==> src/design/aes_pkg.sv <==
// AES-256 cipher constants and byte substitution helpers
// Forward S-box only because the core encrypts and never decrypts
// The table is the FIPS-197 S-box with row 0 in the top bits

package aes_pkg;

  localparam int block_w     = 128;
  localparam int key_w       = 256;
  localparam int word_w      = 32;
  localparam int num_rounds  = 14;
  localparam int round_cnt_w = 4;

  // ----------------------------------------
  // Forward substitution table
  // ----------------------------------------
  localparam logic [256*8-1:0] sbox_table = {
    128'h637c777bf26b6fc53001672bfed7ab76,
    128'hca82c97dfa5947f0add4a2af9ca472c0,
    128'hb7fd9326363ff7cc34a5e5f171d83115,
    128'h04c723c31896059a071280e2eb27b275,
    128'h09832c1a1b6e5aa0523bd6b329e32f84,
    128'h53d100ed20fcb15b6acbbe394a4c58cf,
    128'hd0efaafb434d338545f9027f503c9fa8,
    128'h51a3408f929d38f5bcb6da2110fff3d2,
    128'hcd0c13ec5f974417c4a77e3d645d1973,
    128'h60814fdc222a908846eeb814de5e0bdb,
    128'he0323a0a4906245cc2d3ac629195e479,
    128'he7c8376d8dd54ea96c56f4ea657aae08,
    128'hba78252e1ca6b4c6e8dd741f4bbd8b8a,
    128'h703eb5664803f60e613557b986c11d9e,
    128'he1f8981169d98e949b1e87e9ce5528df,
    128'h8ca1890dbfe6426841992d0fb054bb16
  };

  // Byte 00 sits in the most significant byte of the table
  function automatic logic [7:0] sbox(input logic [7:0] b);
    return sbox_table[(255 - int'(b)) * 8 +: 8];
  endfunction

  // SubWord applies the S-box to each byte of a key word
  function automatic logic [word_w-1:0] sub_word(input logic [word_w-1:0] w);
    logic [word_w-1:0] r;
    for (int i = 0; i < word_w / 8; i++) begin
      r[i*8 +: 8] = sbox(w[i*8 +: 8]);
    end
    return r;
  endfunction

endpackage

==> src/design/aes_result.sv <==
// Result register with a valid/ready output handshake
// Holds out_valid and data_out until out_ready
// Bypass and done never arrive while a result is pending

module aes_result (
  input  logic                        clk,
  input  logic                        rst,
  input  logic                        bypass,
  input  logic                        done,
  input  logic [aes_pkg::block_w-1:0] cipher,
  output logic                        out_valid,
  input  logic                        out_ready,
  output logic [aes_pkg::block_w-1:0] data_out,
  output logic                        idle
);

  assign idle = !out_valid;

  always_ff @(posedge clk or posedge rst) begin
    if (rst) begin
      out_valid <= 1'b0;
      data_out  <= '0;
    end else if (bypass || done) begin
      out_valid <= 1'b1;
      data_out  <= done ? cipher : '0;
    end else if (out_valid && out_ready) begin
      // Delivered, the value stays but is no longer valid
      out_valid <= 1'b0;
    end
  end

endmodule

==> config.mk <==
export PLATFORM = sky130hd
export DESIGN_NAME = aes_result
export DESIGN_NICKNAME = d
export VERILOG_FILES = /design/src/design/aes_pkg.sv /design/src/design/aes_result.sv
export SDC_FILE = /design/constraint.sdc
export NUM_CORES = 1
export LEC_CHECK = 0
export ABC_AREA = 1
export BUFFER_PORTS_ARGS = -buffer_cell sky130_fd_sc_hd__buf_4
export CAP_MARGIN = 10
export CORE_MARGIN = 5
export CORE_UTILIZATION = 48
export DETAILED_ROUTE_END_ITERATION = 10
export PLACE_DENSITY = 0.83
export RECOVER_POWER = 25
export SLEW_MARGIN = 10
export SYNTH_ARGS = -nofsm -noshare
export SYNTH_HDL_FRONTEND = slang
export SYNTH_SLANG_ARGS = --single-unit
==> constraint.sdc <==
create_clock -name clk -period 12.2 [get_ports clk]
set_clock_uncertainty 0.15 [all_clocks]
set_input_delay 3.66 -clock clk [delete_from_list [all_inputs] [get_ports clk]]
set_output_delay 3.66 -clock clk [all_outputs]
set_load 0.005 [all_outputs]
; ---- After elaboration in Yosys (flattened, before gate mapping)
; Index checks and enable logic that the tools add are counted.
[totals]
reg_bits = 129
in_bits = 133
output_inout_bits = 130
elab_cells = 9
[classes]
muxes = 3
n_reduce_logical = 4
[op_table]
columns = operator, count
row1 = $mux 128, 1
row2 = $mux 1, 2
row3 = $reduce_bool 2->1, 1
row4 = $logic_and 1x1->1, 1
row5 = $logic_not 1->1, 1
row6 = $logic_or 1x1->1, 1

; ---- Longest topological paths before layout
[depth]
word_depth = 3
mapped_depth = 5
depth_no_buf = 3

; ---- Least setup slack after synthesis
; No wires, ideal clock.
[synth_timing]
kind = input to register
startpoint = input done
endpoint = register out_valid
setup_ns = 0.127
t_arrival_ns = 4.148
t_required_ns = 11.923
setup_slack_ns = 7.775
path_stages = 4
n_path_buf = 2
cell_sequence = nor2_2 -> buf_4 -> buf_4 -> o21ai_0
[synth_via]
elab_chain_len = 2
elab_cells_between_ends = 3
cone_classes = 1 x mux / 2 x reduce/logical
[synth_rtl]
columns = element, line_no
row1 = "start, declared", aes_result.sv:9  ; input logic done,
row2 = $logic_or 1x1->1 (*), aes_result.sv:23  ; end else if (bypass || done) begin
row3 = $mux 1 / $reduce_bool 2->1 (equally long branches), n/a
row4 = "end signal, assigned", aes_result.sv:21  ; out_valid <= 1'b0;
row5 = "end signal, assigned", aes_result.sv:24  ; out_valid <= 1'b1;
row6 = "end signal, assigned", aes_result.sv:28  ; out_valid <= 1'b0;
row7 = "end, declared", aes_result.sv:11  ; output logic out_valid,
; Every way passes the cells marked *; elsewhere a longest branch is shown, timed or not.
; A chain may end at the register's enable or synchronous reset.

; ---- Worst setup path after layout
[layout_timing]
startpoint = input done
endpoint = register data_out[101] in the netlist's numbering
[layout_via]
elab_chain_len = 1
elab_cells_between_ends = 2
cone_classes = 1 x mux / 1 x reduce/logical
[layout_rtl]
columns = element, line_no
row1 = $mux 128 / $logic_or 1x1->1 (equally long branches), "aes_result.sv:25, aes_result.sv:23"
row2 = "end signal, assigned", aes_result.sv:25  ; data_out <= done ? cipher : '0;
row3 = "end, declared", aes_result.sv:13  ; output logic [aes_pkg::block_w-1:0] data_out,
; Parallel ways exist; a longest one is shown, timed or not.

==> summary.txt <==
Status
  – Status: finished with violations
  – Violated checks: capacitance limit, slew limit

Placement
  – Final HPWL DP: 9880 um
  – Place WS: 6.53 ns
  – IO Port Bufs: 262
  – Routability Congestion: 0.813
  – Post-DP Area: 0.00685 sq mm

Detailed routing
  – Iter 0 DRT Violations: 379
  – Vias: 4440
  – Detailed Route WL: 13700 um
  – WL per Instance: 14.5 um
  – DR pass1 iterations: 4
  – DRC: 0
  – Final antenna-violating net count: 0
  – Vias per cell: 4.69

Setup path
  – CP Buf/Inv Count: 2
  – CP top delay family: buffers and inverters
  – Crit path DAT: 7.98 ns
  – Setup Crit Path Kind: primary input to flop
  – Startpoint types: primary input
  – Worst-path cell chain: clkbuf_1 > clkbuf_1 > nand2_1 > nand2_1
  – CP max FO: 89
  – Worst path max stage delay: 2.63 ns
  – Highest-delay cell along the critical path: clkbuf_1
  – Critical Path Sink Type: flop
  – Crit path required time: 12.47 ns

Synthesis
  – Area contributors post-synth: dfrtp_1 66%, nand2_1 30%, buf_4 2.0%
  – Register bit count reported by yosys: 129
  – Post-Syn Nets: 678
  – Syn Area/Cell: 8.92 sq um
  – Yosys warns: 0
  – Number of distinct library cells after synthesis: 8
  – Sequential cell area fraction in the yosys report: 0.664
  – Synth area leader: dfrtp_1
  – Post-synthesis instance total: 545
  – Synth top area share: 0.664
  – Syn Std Cell Area: 0.00486 sq mm

GRT
  – Largest net degree at the start of global routing: 127
  – GRT Resource Usage Total: 0.228
  – Vias in the first global route: 4585
  – Initial antenna violation count: 0
  – Overflow after GRT: 0
  – First-pass GRT wire length: 22500 um

Die
  – Horiz. Die Dim: 111 um
  – Initial cell density of the core: 0.495
  – Die height: 111 um
  – Die ar.: 0.0122 sq mm
  – # rows: 36
  – Num ports: 263
  – Core Box Area: 0.00982 sq mm

Timing
  – Relative slew slack: -1.42
  – Final worst slack: 4.49 ns
  – Setup violations, final: 0
  – Final min period: 7.71 ns
  – Maximum clock rate: 130 MHz
  – WHS: 0.315 ns
  – Fin crit share: 0.632
  – RSZ-0062 raised after global routing: false
  – Setup_tns: 0 ns
  – Fin. Hold Viols: 0
  – Slew Viols, Final: 185
  – Worst Tran Pin Value: 3.63 ns

Clocking
  – Root Buffer: clkbuf_8
  – CTS Buffer Depth: 2
  – Clock sinks: 129
  – CTS Buf Count: 17
  – TritonCTS clock tree: built
  – Clk_lat worst skew: 0.49 ns
  – Post-CTS sizing: 0
  – Clock-pin slew on the worst setup and hold paths: 0.05 ns
  – Hold buffer count at cts: 0
  – H-tree depth: 4
  – Post-CTS repair timing setup buffer count: 0

Cells and area
  – Most common cell after layout, fill and taps aside: nand2_1
  – Filler Cells Inserted: 689
  – Final net count: 934
  – Finished layout cell area: 0.00737 sq mm
  – Commonest cells after routing, fill and taps aside: 384 x nand2_1, 218 x buf_4, 129 x dfrtp_1
  – # diodes: 0
  – Share of cells above drive strength 1: 0.349
  – Area added between synthesis and finish: 51.7%

Pwr
  – Maximum vdd ir drop: 79.4 uV
  – Pleak: 4.25 nW
  – Power per cell area: 147 mW/mm^2

Worst hold path
  – Hold crit path type: flop to flop

Job
  – Max Cap Violations: 3
## flip-flops by register name, summed over array words and instances, names as in the netlist
signal,count
data_out,128
out_valid,1
## synthesized netlist by cell type
cell / n
o21ai_0: 1
nor2_2: 1
buf_4: 13
inv_1: 2
nand2_1: 384
buf_2: 14
dfrtp_1: 129
clkbuf_1: 1
## worst min-delay path: stages (launching register included)
cell and delay [ns]:
dfrtp_1 0.33, nand2_1 0.05, nand2_1 0.05
## power by group
group | leakage (nW) | switching (mW) | internal [mW]
clock | 0.276 | 0.167 | 0.304
sequential | 1.62 | 0.0175 | 0.459
combinational | 2.35 | 0.0622 | 0.0765
## area by class of cell
type | count | area (sq um) | area share
clock buffer | 25 | 474 | 0.0643
clock inverter | 6 | 80.1 | 0.0109
inverter | 2 | 8.76 | 0.00119
multi-input combinational | 386 | 1460 | 0.198
sequential | 129 | 3230 | 0.438
tap | 133 | 166 | 0.0226
timing repair buffer | 265 | 1960 | 0.265
## through the flow
stage	utilization	cells	total power, mW
2_1_floorplan	-	545	0.530
3_3_place_gp	0.698	915	0.620
3_5_place_dp	0.698	915	0.625
4_1_cts	0.754	946	1.10
5_1_grt	0.751	946	1.13
6_report	0.751	946	1.09
## metal layers
metal	global-route usage	part of all wire	vias up
met1	0.261	0.39	2061
met4	0.0895	0.025	0
met5	0	0	-
met3	0.0979	0.099	26
met2	0.376	0.49	210
li1	-	-	2143
## logic make-up (layout without fill, tap and decap cells)
group | after synthesis | after routing | synth area share
and+or+nand+nor | 385 | 385 | 0.298
DFF | 129 | 129 | 0.664
buffers and inverters | 30 | 298 | 0.0368
AOI/OAI and AO/OA | 1 | 1 | 0.00103
## worst paths after layout
kind / startpoint / endpoint / slack [ns] / cells after the start
worst max-delay path: done / data_out[101]$_DFFE_PP0P_ / 4.49 / 4
worst min-delay path: data_out[68]$_DFFE_PP0P_ / data_out[68]$_DFFE_PP0P_ / 0.31 / 2
worst max register to register: out_valid$_DFFE_PP0P_ / out_valid$_DFFE_PP0P_ / 11.34 / 2
worst min register to register: data_out[68]$_DFFE_PP0P_ / data_out[68]$_DFFE_PP0P_ / 0.31 / 2
max in group asynchronous: rst / data_out[33]$_DFFE_PP0P_ / 6.49 / 3
min in group asynchronous: rst / data_out[108]$_DFFE_PP0P_ / 3.62 / 2
(Power assumes the default switching activity.)
