File: src/design/aes_pkg.sv
// AES-256 cipher constants and byte substitution helpers
// Forward S-box only because the core encrypts and never decrypts
// The table is the FIPS-197 S-box with row 0 in the top bits

package aes_pkg;

  localparam int block_w     = 128;
  localparam int key_w       = 256;
  localparam int word_w      = 32;
  localparam int num_rounds  = 14;
  localparam int round_cnt_w = 4;

  // ----------------------------------------
  // Forward substitution table
  // ----------------------------------------
  localparam logic [256*8-1:0] sbox_table = {
    128'h637c777bf26b6fc53001672bfed7ab76,
    128'hca82c97dfa5947f0add4a2af9ca472c0,
    128'hb7fd9326363ff7cc34a5e5f171d83115,
    128'h04c723c31896059a071280e2eb27b275,
    128'h09832c1a1b6e5aa0523bd6b329e32f84,
    128'h53d100ed20fcb15b6acbbe394a4c58cf,
    128'hd0efaafb434d338545f9027f503c9fa8,
    128'h51a3408f929d38f5bcb6da2110fff3d2,
    128'hcd0c13ec5f974417c4a77e3d645d1973,
    128'h60814fdc222a908846eeb814de5e0bdb,
    128'he0323a0a4906245cc2d3ac629195e479,
    128'he7c8376d8dd54ea96c56f4ea657aae08,
    128'hba78252e1ca6b4c6e8dd741f4bbd8b8a,
    128'h703eb5664803f60e613557b986c11d9e,
    128'he1f8981169d98e949b1e87e9ce5528df,
    128'h8ca1890dbfe6426841992d0fb054bb16
  };

  // Byte 00 sits in the most significant byte of the table
  function automatic logic [7:0] sbox(input logic [7:0] b);
    return sbox_table[(255 - int'(b)) * 8 +: 8];
  endfunction

  // SubWord applies the S-box to each byte of a key word
  function automatic logic [word_w-1:0] sub_word(input logic [word_w-1:0] w);
    logic [word_w-1:0] r;
    for (int i = 0; i < word_w / 8; i++) begin
      r[i*8 +: 8] = sbox(w[i*8 +: 8]);
    end
    return r;
  endfunction

endpackage

File: src/design/aes_cmd_pkg.sv
// Host command encoding for the AES-256 core
// Opcodes other than key load and encrypt return a zero result
// The 256-bit data word is read either as a key or as a block

package aes_cmd_pkg;

  localparam int opcode_w = 7;

  localparam logic [opcode_w-1:0] op_key_load = 7'd0;
  localparam logic [opcode_w-1:0] op_encrypt  = 7'd1;

  // Encrypt view with the plaintext in the upper half
  typedef struct packed {
    logic [aes_pkg::block_w-1:0]                  plaintext;
    logic [aes_pkg::key_w-aes_pkg::block_w-1:0]   unused;
  } cmd_block_t;

  // Same 256 bits decoded per opcode
  typedef union packed {
    logic [aes_pkg::key_w-1:0] key;
    cmd_block_t                block;
  } cmd_data_t;

endpackage

File: src/design/aes_cmd_decode.sv
// Command decode for the AES-256 core
// Accepts one command at a time and only while no result is pending
// The stored key survives every opcode except key load

module aes_cmd_decode (
  input  logic                             clk,
  input  logic                             rst,
  input  logic                             in_valid,
  output logic                             in_ready,
  output logic                             busy,
  input  logic [aes_cmd_pkg::opcode_w-1:0] opcode,
  input  aes_cmd_pkg::cmd_data_t           data_in,
  input  logic                             result_idle,
  output logic                             start,
  output logic [aes_pkg::block_w-1:0]      start_block,
  output logic [aes_pkg::key_w-1:0]        start_key,
  input  logic                             engine_idle,
  output logic                             bypass
);

  logic                             accept;
  logic                             dispatching;
  logic                             waiting;
  logic [aes_cmd_pkg::opcode_w-1:0] op_q;
  logic [aes_pkg::key_w-1:0]        key_q;
  logic [aes_pkg::block_w-1:0]      block_q;

  // ----------------------------------------
  // Input handshake
  // ----------------------------------------
  // Waiting ends as soon as the result has been delivered
  assign in_ready = result_idle && !dispatching && (!waiting || engine_idle);
  assign busy     = !in_ready;
  assign accept   = in_valid && in_ready;

  // One command state
  always_ff @(posedge clk or posedge rst) begin
    if (rst) begin
      dispatching <= 1'b0;
      waiting     <= 1'b0;
      op_q        <= '0;
    end else begin
      dispatching <= accept;
      waiting     <= dispatching || (waiting && !(engine_idle && result_idle));
      if (accept) begin
        op_q <= opcode;
      end
    end
  end

  // Key and block storage, decoded through the union
  always_ff @(posedge clk) begin
    if (accept && opcode == aes_cmd_pkg::op_key_load) begin
      key_q <= data_in.key;
    end
    if (accept && opcode == aes_cmd_pkg::op_encrypt) begin
      block_q <= data_in.block.plaintext;
    end
  end

  // ----------------------------------------
  // Dispatch in the cycle after acceptance
  // ----------------------------------------
  assign start       = dispatching && (op_q == aes_cmd_pkg::op_encrypt);
  assign bypass      = dispatching && (op_q != aes_cmd_pkg::op_encrypt);
  assign start_block = block_q;
  assign start_key   = key_q;

endmodule

File: config.mk
export PLATFORM = sky130hd
export DESIGN_NAME = aes_cmd_decode
export DESIGN_NICKNAME = d
export VERILOG_FILES = /design/src/design/aes_pkg.sv /design/src/design/aes_cmd_pkg.sv /design/src/design/aes_cmd_decode.sv
export SDC_FILE = /design/constraint.sdc
export NUM_CORES = 1
export LEC_CHECK = 0
export ABC_AREA = 0
export BUFFER_PORTS_ARGS = -buffer_cell sky130_fd_sc_hd__clkbuf_2
export CAP_MARGIN = 10
export CORE_AREA = 2 2 253 255
export CTS_CLUSTER_SIZE = 28
export DETAILED_ROUTE_END_ITERATION = 6
export DIE_AREA = 0 0 255 257
export PLACE_DENSITY = 0.51
export SLEW_MARGIN = 10
export SYNTH_ARGS = -nofsm -noshare
export SYNTH_HDL_FRONTEND = slang
export SYNTH_SLANG_ARGS = --single-unit
File: constraint.sdc
create_clock -name clk -period 30.5 [get_ports clk]
set_input_delay 4.575 -clock clk [delete_from_list [all_inputs] [get_ports clk]]
set_output_delay 4.575 -clock clk [all_outputs]
set_load 0.02 [all_outputs]
; ---- After elaboration in Yosys (flattened, before gate mapping)
; Cells that the tools add are included.
[word_totals]
register_bits = 393
romBits = 0
inputBits = 268
ramBits = 0
latchBits = 0
mem_count = 0
out_inout_bits = 388
wordCells = 24
[classes]
muxes = 0
n_bitwise = 0
mul = 0
reduce_logical = 16
n_div = 0
magnitude_cmp = 0
n_addsub = 0
shift = 0
n_eq_ne = 3
[op_table]
columns = cell, count
row1 = $eq 7x1->1 const B, 2
row2 = $logic_and 1x1->1, 9
row3 = $logic_not 7->1, 1
row4 = $ne 7x1->1 const B, 1
row5 = $logic_not 1->1, 4
row6 = $logic_or 1x1->1, 2

; ---- Depth between registers and ports, before layout
[depth]
ltp_word = 5
depth_mapped = 3

; ---- Worst setup path before layout
; OpenSTA, ideal clock, no wires.
[synth_timing]
path_type = input-to-reg
startpoint = input port opcode[4] (netlist name)
endpoint = register key_q, in the netlist start_key[0], enable pin
stages = 2
t_arrival_ns = 31.079
setup_time_ns = 1.583
slack_ns = -2.162
path_cell_list = or4_4 nor4b_1
[synth_between]
elab_chain_cells = 2
[synth_rtl]
columns = item, line
row1 = from (decl), aes_cmd_decode.sv:11  ; input logic [aes_cmd_pkg::opcode_w-1:0] opcode,
row2 = $logic_not 7->1, aes_cmd_decode.sv:53  ; if (accept && opcode == aes_cmd_pkg::op_key_load) begin
row3 = $logic_and 1x1->1, aes_cmd_decode.sv:53
row4 = to (signal assigned), aes_cmd_decode.sv:54  ; key_q <= data_in.key;
row5 = to (decl), aes_cmd_decode.sv:25  ; logic [aes_pkg::key_w-1:0] key_q;
; Every way passes these cells.
; A chain may end at the register's enable or synchronous reset.

; ---- Worst setup path after layout
[layout_timing]
startpoint = input port engine_idle
endpoint = output port in_ready
[layout_between]
elab_chain_cells = 2
[layout_rtl]
columns = item, line
row1 = from (decl), aes_cmd_decode.sv:17  ; input logic engine_idle,
row2 = $logic_or 1x1->1, aes_cmd_decode.sv:32  ; assign in_ready = result_idle && !dispatching && (!waiting || engine_idle);
row3 = $logic_and 1x1->1, aes_cmd_decode.sv:32
row4 = to (decl), aes_cmd_decode.sv:9  ; output logic in_ready,
; Every way passes these cells.

==> run metrics <==
worst skew pair latency=0.55 ns; H-tree lvl count=2; CP max FO=2; drt drc=0; Syn Inst Count=417; mean routed wirelength per cell=16.7 µm; largest net degree at the start of global routing=71; vias post-DR=6914; Post-Syn Nets=685; CTS tree=built; Power Density=63.6 mW/mm²; Pre-Repair DR Iteration Count=4; drt total wl=33.3 mm; CTS Sinks=393; RSZ-0062 raised after global routing=false; share of cells above drive strength 1=0.638; Slew Viols, Final=0; peak supply drop=0.0000449 V; Clock Path Buffers=3; row count=92; vias in the first global route=7296; Seq/Total Area, Yosys=0.983; initial core utilization=0.191; leading area contributor after synthesis=edfxtp_1; Seq cells post-synth=393; commonest non-fill, non-tap cells in the layout=clkbuf_2 (655), edfxtp_1 (384), clkbuf_16 (45); HP Class=reg2reg; initial antenna violation count=8; Netlist cell types=17; TritonCTS Buffers=42; slew margin rel.=0.364; commonest non-fill, non-tap cell in the layout=clkbuf_2; final period utilization=0.319; Post-layout nets=1390; antenna-violating nets left=0; Total GRT Usage=0.0951; Die Area=0.0655 mm²; Die Height=257 µm; worst endpoint required time=25.93 ns; Clock transition at path regs=0.06 ns; Final min period=9.73 ns; skew final=0.0207 ns; Vias/cell=3.46; fillers=6307; Slew @ Worst Pin=0.954 ns; P&R area growth vs syn=48.2%; Yosys Warn Count=0; number of port buffers=655; total setup buffers inserted after CTS=0; Final Setup Violations=0; Leak=7.08 nW; Resize count post-CTS=0; I/O pins=656; gr ovfl total=0; Die Wd=255 µm; hold buffers post-CTS=0; Setup CP Type=in2out; WP data arrival=5.15 ns; CP endpoint kind=primary output; Core ar.=0.0627 mm²; Util after Layout=0.282; syn avg cell area=28.7 µm²; Worst setup SP type=input pin; clk root buf=clkbuf_16; Yosys top cell area share=0.965; Final Hold Violating Endpoints=0; post-synthesis cell area=0.0120 mm²; Max Clk Rate=0.103 GHz; status=finished, final reports clean; placer congestion estimate=0.817; top post-synthesis cells by area=edfxtp_1 (96%), dfrtp_1 (1.9%), mux2_2 (0.66%); Iter 0 DRT Violations=313; first-pass GRT wire length=46.2 mm; Post-DP HPWL=25.0 mm; total of max-cap violations=0; TNS Setup=0 ns
==> critical path: stages <==
cell	delay, ns
clkbuf_2	0.09
nand2b_1	0.16
nand3b_1	0.12
inv_1	0.06
clkbuf_2	0.15
==> power breakdown <==
group / internal [mW] / leakage, nW / switching, mW
Combinational: 0.0151 / 2.85 / 0.0122
Clock: 0.300 / 0.671 / 0.202
Sequential: 0.596 / 3.56 / 0.00164
==> synth_stat cells <==
master    instances
nand3b_1          1
a21o_1            1
nor4_2            1
edfxtp_1        384
nand2_1           2
or4b_1            1
nand4b_2          1
nand2b_1          1
mux2_2            7
or4_4             1
dfrtp_1           9
and2_1            1
nor4b_1           1
inv_1             3
nor2b_1           1
nor2_1            1
nor3_1            1
==> registers in the layout, indices dropped and copies added, names as in the netlist <==
register / flops
dispatching: 1
op_q: 7
start_block: 128
start_key: 256
waiting: 1
==> through the flow <==
stage	setup slack [ns]	power, mW	instances	area, µm²	hold WS, ns
detailed placement	20.77	0.637	1924	16400	0.472
floorplan	10.72	0.613	417	12000	0.450
global route	20.74	1.17	1999	17700	0.500
finish	20.77	1.13	1999	17700	0.483
global placement	20.76	0.635	1924	16400	0.487
CTS	20.77	1.15	1996	17700	0.486
==> routing by layer <==
metal	wire, µm	up-vias	GRT usage
li1	-	3119	-
met1	11500	3335	0.0938
met2	17500	396	0.174
met3	3350	58	0.0403
met4	953	6	0.0382
met5	40	-	0
==> final cells by class <==
class | instances | area [µm²] | share of cell area
multi-input combinational | 21 | 206 | 0.0117
clock buffer | 50 | 1140 | 0.0646
timing repair buffer | 661 | 3320 | 0.188
antenna | 3 | 7.51 | 0.000424
sequential | 393 | 11800 | 0.663
inverter | 3 | 11.3 | 0.000635
tap | 846 | 1060 | 0.0597
clock inverter | 22 | 213 | 0.0120
==> cell families after synthesis <==
logic type / synth area share
AO/OA/AOI/OAI: 0.000628
multiplexers: 0.00659
flip-flops: 0.983
buffers and inverters: 0.000942
AND/OR/NAND/NOR: 0.00837
==> worst paths after layout <==
| check | startpoint | to | slack [ns] | depth (start not counted) |
|---|---|---|---|---|
| max | engine_idle | in_ready | 20.77 | 5 |
| min in group asynchronous | rst | op_q[2] | 3.97 | 2 |
| max in group asynchronous | rst | op_q[4] | 26.25 | 2 |
| min reg2reg | waiting | waiting | 0.48 | 1 |
| max reg2reg | dispatching | start_key[157] | 26.41 | 5 |
| min | waiting | waiting | 0.48 | 1 |
Power figures use the tool's default switching activity.
